<file path="config.mk">
export PLATFORM = sky130hd
export DESIGN_NAME = path_count_top
export DESIGN_NICKNAME = d
export VERILOG_FILES = /design/src/source/path_ctrl_pkg.sv /design/src/source/path_types_pkg.sv /design/src/source/count_accumulator.sv /design/src/source/node_queue.sv /design/src/source/path_count_ctrl.sv /design/src/source/path_count_top.sv
export VERILOG_INCLUDE_DIRS = /design/src /design/src/source
export SDC_FILE = /design/constraint.sdc
export NUM_CORES = 2
export LEC_CHECK = 0
export ABC_CLOCK_PERIOD_IN_PS = 23700
export CORE_MARGIN = 2
export CORE_UTILIZATION = 55
export CTS_BUF_LIST = sky130_fd_sc_hd__clkbuf_4
export CTS_CLUSTER_SIZE = 10
export DETAILED_ROUTE_END_ITERATION = 6
export DONT_BUFFER_PORTS = 1
export HOLD_SLACK_MARGIN = 0.02
export PLACE_DENSITY = 0.7
export SYNTH_ARGS = -nofsm -noshare
export SYNTH_HDL_FRONTEND = slang
export SYNTH_SLANG_ARGS = --single-unit
</file>
<file path="constraint.sdc">
create_clock -name clk -period 23.7 [get_ports clk]
set_input_delay 2.37 -clock clk [delete_from_list [all_inputs] [get_ports clk]]
set_output_delay 2.37 -clock clk [all_outputs]
set_load 0.02 [all_outputs]
</file>
<file path="src/source/path_settings.svh">
// Path counter settings: index, count and successor-counter widths and queue depth
`ifndef PATH_SETTINGS_SVH
`define PATH_SETTINGS_SVH

// Node index and path count widths
`define NODE_IDX_WIDTH 10
`define COUNT_WIDTH    24

// Remaining-successor counter from the graph memory
`define SUCC_CNT_WIDTH 5

// Queue slots, must be a power of two
`define QUEUE_DEPTH    32

`endif

</file>
<file path="src/source/path_ctrl_pkg.sv">
// Path counter control types: walk FSM states and adder base selection
package path_ctrl_pkg;

    // Walk FSM states
    typedef enum logic [2:0] {
        IDLE      = 3'd0,
        POP       = 3'd1,
        WAIT_LIST = 3'd2,
        PUSH      = 3'd3,
        FINISHED  = 3'd4
    } walk_state_t;

    // Base term that the popped count is added to
    // BASE_SEED has no popped term, the sum is the constant 1
    typedef enum logic [1:0] {
        BASE_SEED  = 2'd0,
        BASE_END   = 2'd1,
        BASE_MATCH = 2'd2,
        BASE_NEW   = 2'd3
    } add_base_t;

endpackage

</file>
<file path="src/source/path_types_pkg.sv">
// Path counter data types for node indices, path counts and queue pointers
`include "path_settings.svh"

package path_types_pkg;

    // Node index as used by the graph memory
    typedef logic [`NODE_IDX_WIDTH-1:0] node_idx_t;

    // Number of paths found to a node
    typedef logic [`COUNT_WIDTH-1:0] path_count_t;

    // Slot pointer, wraps naturally at QUEUE_DEPTH
    typedef logic [$clog2(`QUEUE_DEPTH)-1:0] queue_ptr_t;

    typedef logic [`SUCC_CNT_WIDTH-1:0] succ_cnt_t;

endpackage

</file>
<file path="src/source/count_accumulator.sv">
// Count accumulator: end node registers, end match and the shared count adder
`timescale 1ns/10ps

module count_accumulator
    import path_types_pkg::*;
    import path_ctrl_pkg::*;
(
    input  logic        clk,
    input  logic        rst_n,

    input  logic        end_load,
    input  logic        end_add,
    input  node_idx_t   end_node,
    input  node_idx_t   next_node_idx,
    input  add_base_t   add_base,
    input  path_count_t match_count,
    input  path_count_t popped_count,

    output path_count_t sum,
    output logic        end_hit,
    output path_count_t path_count
);

    node_idx_t   end_idx;
    path_count_t end_count;

    path_count_t base;
    path_count_t addend;

    // Base operand
    always_comb begin
        case (add_base)
            BASE_END:   base = end_count;
            BASE_MATCH: base = match_count;
            default:    base = '0;
        endcase
    end

    // Seed gets the constant 1, everything else adds the popped count
    assign addend = (add_base == BASE_SEED) ? path_count_t'(1) : popped_count;
    assign sum    = base + addend;

    assign end_hit    = (next_node_idx == end_idx);
    assign path_count = end_count;

    always_ff @(posedge clk or negedge rst_n) begin
        if (!rst_n) begin
            end_idx   <= '0;
            end_count <= '0;
        end else if (end_load) begin
            end_idx   <= end_node;
            end_count <= '0;
        end else if (end_add) begin
            end_count <= sum;
        end
    end

endmodule

</file>
<file path="src/source/node_queue.sv">
// Path queue: circular buffer of (index, count) slots with de-duplicating search
`timescale 1ns/10ps

`include "path_settings.svh"

module node_queue
    import path_types_pkg::*;
(
    input  logic        clk,
    input  logic        rst_n,

    input  logic        push,
    input  logic        pop,
    input  logic        update,
    input  logic        clear,
    input  logic        seed_idx_sel,

    input  node_idx_t   start_node,
    input  node_idx_t   next_node_idx,
    input  path_count_t sum,

    output logic        empty,
    output logic        match,
    output node_idx_t   head_idx,
    output path_count_t match_count,
    output path_count_t popped_count
);

    // Slot storage
    node_idx_t   idx_mem   [`QUEUE_DEPTH];
    path_count_t count_mem [`QUEUE_DEPTH];
    logic [`QUEUE_DEPTH-1:0] valid;

    queue_ptr_t wr_ptr;
    queue_ptr_t rd_ptr;
    queue_ptr_t wr_slot;
    queue_ptr_t prev_rd_ptr;
    queue_ptr_t match_ptr;

    node_idx_t  wr_idx;

    // A clear restarts the queue at slot 0, the seed lands there in the same cycle
    assign wr_slot = clear ? '0 : wr_ptr;
    assign wr_idx  = seed_idx_sel ? start_node : next_node_idx;

    // Slot popped last, its count is still intact
    assign prev_rd_ptr  = rd_ptr - 1'b1;
    assign popped_count = count_mem[prev_rd_ptr];

    assign head_idx = idx_mem[rd_ptr];
    assign empty    = (wr_ptr == rd_ptr) && !valid[rd_ptr];

    // Associative search over the valid slots
    always_comb begin
        match     = 1'b0;
        match_ptr = '0;
        for (int i = 0; i < `QUEUE_DEPTH; i++) begin
            if (valid[i] && (idx_mem[i] == next_node_idx)) begin
                match     = 1'b1;
                match_ptr = queue_ptr_t'(i);
            end
        end
    end

    assign match_count = count_mem[match_ptr];

    // Pointers and valid flags
    always_ff @(posedge clk or negedge rst_n) begin
        if (!rst_n) begin
            wr_ptr <= '0;
            rd_ptr <= '0;
            valid  <= '0;
        end else begin
            if (clear) begin
                wr_ptr <= '0;
                rd_ptr <= '0;
                valid  <= '0;
            end

            if (push) begin
                valid[wr_slot] <= 1'b1;
                wr_ptr         <= wr_slot + 1'b1;
            end else if (pop) begin
                // Freed slot drops out of the search
                valid[rd_ptr] <= 1'b0;
                rd_ptr        <= rd_ptr + 1'b1;
            end
        end
    end

    // Slot contents
    always_ff @(posedge clk) begin
        if (push) begin
            idx_mem[wr_slot]   <= wr_idx;
            count_mem[wr_slot] <= sum;
        end else if (update) begin
            // In-place merge, pointers stay put
            count_mem[match_ptr] <= sum;
        end
    end

endmodule

</file>
<file path="src/source/path_count_ctrl.sv">
// Walk controller: breadth first FSM with registered fetch outputs and done flag
`timescale 1ns/10ps

module path_count_ctrl
    import path_types_pkg::*;
    import path_ctrl_pkg::*;
(
    input  logic      clk,
    input  logic      rst_n,
    input  logic      start_run,

    input  succ_cnt_t next_node_counter,

    input  logic      empty,
    input  logic      match,
    input  logic      end_hit,
    input  node_idx_t head_idx,

    output logic      push,
    output logic      pop,
    output logic      update,
    output logic      seed_idx_sel,
    output logic      clear,
    output logic      end_load,
    output logic      end_add,
    output add_base_t add_base,

    output node_idx_t node_idx,
    output logic      rd_next_node,
    output logic      done
);

    walk_state_t state;
    walk_state_t state_next;

    // Next values of the registered outputs
    node_idx_t   node_idx_next;
    logic        rd_next_node_next;
    logic        done_next;

    always_ff @(posedge clk or negedge rst_n) begin
        if (!rst_n) begin
            state        <= IDLE;
            node_idx     <= '0;
            rd_next_node <= 1'b0;
            done         <= 1'b0;
        end else begin
            state        <= state_next;
            node_idx     <= node_idx_next;
            rd_next_node <= rd_next_node_next;
            done         <= done_next;
        end
    end

    always_comb begin
        state_next        = state;

        push              = 1'b0;
        pop               = 1'b0;
        update            = 1'b0;
        seed_idx_sel      = 1'b0;
        clear             = 1'b0;
        end_load          = 1'b0;
        end_add           = 1'b0;
        add_base          = BASE_NEW;

        node_idx_next     = node_idx;
        // Fetch request is a single cycle pulse
        rd_next_node_next = 1'b0;
        done_next         = done;

        case (state)
            IDLE: begin
                if (start_run) begin
                    // Empty the queue and seed it with (start_node, 1)
                    clear        = 1'b1;
                    push         = 1'b1;
                    seed_idx_sel = 1'b1;
                    add_base     = BASE_SEED;

                    // End index loaded, end count starts at 0
                    end_load     = 1'b1;

                    state_next   = POP;
                end
            end

            POP: begin
                if (empty) begin
                    // Walk complete, end count holds the answer
                    done_next  = 1'b1;
                    state_next = FINISHED;
                end else begin
                    // Head leaves the queue, its count stays readable in the freed slot
                    pop               = 1'b1;
                    node_idx_next     = head_idx;
                    rd_next_node_next = 1'b1;
                    state_next        = WAIT_LIST;
                end
            end

            WAIT_LIST: begin
                // Memory latches node_idx at the end of this cycle
                state_next = PUSH;
            end

            PUSH: begin
                // One successor per cycle, end node takes priority over a queue match
                if (end_hit) begin
                    end_add  = 1'b1;
                    add_base = BASE_END;
                end else if (match) begin
                    update   = 1'b1;
                    add_base = BASE_MATCH;
                end else begin
                    push     = 1'b1;
                    add_base = BASE_NEW;
                end

                // Last successor of this node
                if (next_node_counter == succ_cnt_t'(1)) begin
                    state_next = POP;
                end
            end

            FINISHED: begin
                // Hold done until the run request goes away
                if (!start_run) begin
                    done_next  = 1'b0;
                    state_next = IDLE;
                end
            end

            default: begin
                state_next = IDLE;
            end
        endcase
    end

endmodule

</file>
<file path="src/source/path_count_top.sv">
// Path counter top: controller, node queue and count accumulator
`timescale 1ns/10ps

module path_count_top
    import path_types_pkg::*;
    import path_ctrl_pkg::*;
(
    input  logic        clk,
    input  logic        rst_n,
    input  logic        start_run,
    input  node_idx_t   start_node,
    input  node_idx_t   end_node,
    input  node_idx_t   next_node_idx,
    input  succ_cnt_t   next_node_counter,
    output node_idx_t   node_idx,
    output logic        rd_next_node,
    output logic        done,
    output path_count_t path_count
);

    // Controller strobes
    logic        push;
    logic        pop;
    logic        update;
    logic        seed_idx_sel;
    logic        clear;
    logic        end_load;
    logic        end_add;
    add_base_t   add_base;

    // Queue status and data
    logic        empty;
    logic        match;
    node_idx_t   head_idx;
    path_count_t match_count;
    path_count_t popped_count;

    // Accumulator results
    path_count_t sum;
    logic        end_hit;

    path_count_ctrl u_ctrl (
        .clk               (clk),
        .rst_n             (rst_n),
        .start_run         (start_run),
        .next_node_counter (next_node_counter),
        .empty             (empty),
        .match             (match),
        .end_hit           (end_hit),
        .head_idx          (head_idx),
        .push              (push),
        .pop               (pop),
        .update            (update),
        .seed_idx_sel      (seed_idx_sel),
        .clear             (clear),
        .end_load          (end_load),
        .end_add           (end_add),
        .add_base          (add_base),
        .node_idx          (node_idx),
        .rd_next_node      (rd_next_node),
        .done              (done)
    );

    node_queue u_queue (
        .clk           (clk),
        .rst_n         (rst_n),
        .push          (push),
        .pop           (pop),
        .update        (update),
        .clear         (clear),
        .seed_idx_sel  (seed_idx_sel),
        .start_node    (start_node),
        .next_node_idx (next_node_idx),
        .sum           (sum),
        .empty         (empty),
        .match         (match),
        .head_idx      (head_idx),
        .match_count   (match_count),
        .popped_count  (popped_count)
    );

    count_accumulator u_accum (
        .clk           (clk),
        .rst_n         (rst_n),
        .end_load      (end_load),
        .end_add       (end_add),
        .end_node      (end_node),
        .next_node_idx (next_node_idx),
        .add_base      (add_base),
        .match_count   (match_count),
        .popped_count  (popped_count),
        .sum           (sum),
        .end_hit       (end_hit),
        .path_count    (path_count)
    );

endmodule

</file>
==> impl_metrics.env <==
export IMPL_power_share_clock_pct=19.2
export IMPL_final_util_pct=60.41
export IMPL_post_cts_setup_buffers=0
export IMPL_vias_per_cell=6.867
export IMPL_worstReg2RegStart="u_queue.idx_mem[18][6]"
export IMPL_rsz0062_at_grt="no"
export IMPL_slew_violations=0
export IMPL_synth_fp_nets=4513
export IMPL_power_switching_mw=3.663
export IMPL_cp_max_fo=67
export IMPL_wirelength_um=185600
export IMPL_wl_met3_um=26240
export IMPL_wire_per_inst_um=30.00
export IMPL_vias=42480
export IMPL_layout_min_cycle_time_ns=11.31
export IMPL_drcViolationCount=0
export IMPL_fill_cells=8345
export IMPL_synth_area_mm2=0.06006
export IMPL_r2r_end="u_queue.count_mem[0][23]"
export IMPL_core_mm2=0.1086
export IMPL_crit_type="input pin to flip-flop"
export IMPL_die_w_um=334.5
export IMPL_hold_depth=2
export IMPL_io_pins=74
export IMPL_slowest_stage="xnor2_2"
export IMPL_cts_tree="done"
export IMPL_drt_pass1_iter_count=6
export IMPL_synth_area_per_cell_um2=13.53
export IMPL_htreeDepth=5
export IMPL_cp_end_kind="flip-flop"
export IMPL_slew_headroom_pct=14.14
export IMPL_routed_wl_met2_um=81280
export IMPL_topRoutingLayerUsed="met5"
export IMPL_leakage_nw=22.04
export IMPL_worstSetupStartpointType="input pin"
export IMPL_synthFlopType="edfxtp_1"
export IMPL_finalCritPeriodShare_pct=47.71
export IMPL_required_ns=24.48
export IMPL_grt_pass1_wl_um=269100
export IMPL_drt_iter0_drc=5918
export IMPL_place_area_mm2=0.06145
export IMPL_wl_met1_um=71970
export IMPL_hold_ws_ns=0.5222
export IMPL_nets=4604
export IMPL_crit_arrival_ns=12.08
export IMPL_initial_core_util_pct=55.33
export IMPL_yosys_top_cells_area="edfxtp_1 54%, mux4_2 11%, xnor2_1 5.0%, dfrtp_1 3.8%, nand2_1 3.7%"
export IMPL_finClkSkew_ns=0.1314
export IMPL_setup_violations=0
export IMPL_synth_area_leader_cell="edfxtp_1"
export IMPL_fmax_ghz=0.08844
export IMPL_power_mw=9.564
export IMPL_fin_area_mm2=0.06558
export IMPL_clk_pin_slew_worst_paths_ns=0.06
export IMPL_place_hpwl_um=108900
export IMPL_power_internal_mw=5.900
export IMPL_swShare_pct=38.30
export IMPL_maxCapViolCount=0
export IMPL_root_buffer="clkbuf_4"
export IMPL_track_usage_pct=33.02
export IMPL_synth_top_area_share_pct=54.40
export IMPL_finalSetupTns_ns=0
export IMPL_clk_path_buf_depth=4
export IMPL_grt_pass1_vias=40900
export IMPL_ys_types=75
export IMPL_gp_congestion=0.9374
export IMPL_peakVddDrop_v=0.0001436
export IMPL_port_buffer_count=0
export IMPL_tightest_slew_ns=1.287
export IMPL_whs_endpoint="u_accum.end_idx[6]"
export IMPL_overflow=0
export IMPL_hold_viol_final=0
export IMPL_critPathTopFamily="compound AO/OA/AOI/OAI gates"
export IMPL_combPwrFrac_pct=41.2
export IMPL_synth_async_sr_flop_share_pct=7.718
export IMPL_p_seq_share_pct=39.7
export IMPL_grt_max_degree=210
export IMPL_ys_ff_latch=1179
export IMPL_cts_buffers=323
export IMPL_yosys_top_cells_count="1088 x edfxtp_1, 599 x nand2_1, 343 x xnor2_1"
export IMPL_dieArea_mm2=0.1119
export IMPL_status="finished, final reports clean"
export IMPL_reg2reg_depth=27
export IMPL_die_h_um=334.5
export IMPL_critPathMostFrequentCell="a21oi_1"
export IMPL_postRouteAntennaNets=0
export IMPL_syn_inst=4440
export IMPL_hold_class="flip-flop to flip-flop"
export IMPL_clock_latency_ns=1.25
export IMPL_min_from="u_accum.end_idx[6]"
export IMPL_synth_seq_area_share_pct=58.19
export IMPL_ctsHoldBuffers=0
export IMPL_cts_sinks=1179
export IMPL_powerDensity_mw_per_mm2=145.8
export IMPL_cts_resized=0
export IMPL_synth_edf_count=1088
export IMPL_max_stage_delay_ns=1.02
export IMPL_critPathBufInv=3
export IMPL_drive_above_1_share_pct=21.18
export IMPL_areaGrowthSynthToFinish_pct=9.181
export IMPL_r2r_slack_ns=13.20
export IMPL_grt_antenna_before_repair=4
export IMPL_yosysWarnings=0
export IMPL_row_count=121
export IMPL_synth_most_common_cell="edfxtp_1"
[cell families after synthesis]
family	synth area share, %
flip-flops	58.19
adder cells (fa/ha/maj)	0.7416
AND/OR/NAND/NOR	10.91
AO/OA/AOI/OAI	8.624
multiplexers	13.23
buffers and inverters	2.950
XOR/XNOR	5.356
[layout make-up]
| cell class | count | area [µm²] | share of cell area, % |
|---|---|---|---|
| multi-input cells | 2918 | 23890 | 36.42 |
| repair buffers | 96 | 815.8 | 1.244 |
| clock inverters | 95 | 599.3 | 0.9139 |
| diodes | 9 | 22.52 | 0.03434 |
| well taps | 1414 | 1769 | 2.698 |
| flip-flops and latches | 1179 | 34960 | 53.31 |
| inverters | 13 | 48.80 | 0.07441 |
| clock buffers | 463 | 3476 | 5.301 |
[stage by stage]
step | cells | setup slack, ns
after CTS | 6177 | 12.75
final | 6187 | 12.39
after floorplan | 4440 | 14.54
after global placement | 5619 | 11.75
after global routing | 6185 | 11.93
after detailed placement | 5619 | 11.54
[sequential cells by signal, summed over array words and instances, names as in the netlist]
signal,cells
u_ctrl.rd_next_node,1
u_queue.rd_ptr,5
u_ctrl.done,1
u_accum.end_idx,10
u_accum.path_count,24
u_queue.count_mem,768
u_ctrl.state,3
u_queue.idx_mem,320
u_queue.wr_ptr,5
u_queue.valid,32
u_ctrl.node_idx,10
[worst register-to-register path: stages (launching register included)]
cell	delay, ns
edfxtp_1	0.46
xnor2_1	0.19
nand4_1	0.15
nor3_1	0.08
nor4_1	0.79
nand2_1	0.12
a21oi_1	0.46
o21a_4	0.74
buf_4	0.69
buf_4	0.68
buf_4	0.70
a211oi_1	0.20
a311oi_1	0.31
a211o_1	0.16
nand3_1	0.19
o31ai_2	0.46
ha_1	0.31
a21o_1	0.17
a21oi_1	0.26
nor2b_1	0.08
o21a_1	0.20
o41ai_1	0.68
a21oi_1	0.21
a211oi_1	0.27
nor3_1	0.16
a21oi_1	0.19
xnor2_1	0.18
xnor2_2	1.02
[placed cells by master (no fill, tap or decap), types with 9 or more instances in the layout]
cell type,count
a22o_1,32
nand3_1,154
nor3_1,87
o21ai_0,19
xnor2_1,325
edfxtp_1,1088
a311oi_1,47
nand2_1,592
nor2b_1,59
and2_1,129
clkinv_1,71
nor2_1,134
o21a_1,9
a31oi_1,52
nor2_4,32
a211o_1,17
o31ai_2,14
a21oi_1,157
mux2i_1,103
a21o_1,11
ha_1,33
or3_1,17
clkbuf_4,463
a211oi_1,224
nor4_1,13
inv_1,13
and3_1,12
xnor2_2,22
mux4_2,298
xor2_1,10
a311o_1,37
clkinv_2,9
nand4_1,104
o211ai_1,49
dfrtp_1,87
buf_4,88
diode_2,9
mux2_2,11
[routing by layer]
layer  global-route usage [%]  vias to the layer above
met5                        0                        -
met3                    9.513                      451
met4                    11.95                        2
li1                         -                    17620
met2                    47.82                     3155
met1                    47.80                    21260
[how the worst max path moves through the flow]
stage,start,to,slack [ns],cells after the start
2_1_floorplan,next_node_idx[0],u_queue.count_mem[0][23],14.54,30
3_3_place_gp,next_node_idx[8],u_queue.count_mem[1][17],11.75,26
3_5_place_dp,next_node_idx[7],u_queue.count_mem[0][17],11.54,26
4_1_cts,next_node_idx[7],u_queue.count_mem[0][23],12.75,27
5_1_grt,next_node_idx[7],u_queue.count_mem[0][23],11.93,27
6_report,next_node_idx[7],u_queue.count_mem[0][23],12.39,27
[power groups by stage]
stage / Combinational (mW) / Sequential, mW / Clock, mW
after CTS: 3.86 / 3.78 / 1.86
after global routing: 4.18 / 3.82 / 1.97
final: 3.94 / 3.79 / 1.83
after floorplan: 2.56 / 3.73 / 0
after global placement: 3.81 / 3.81 / 0
after detailed placement: 3.85 / 3.83 / 0
(Power assumes the default switching activity.)
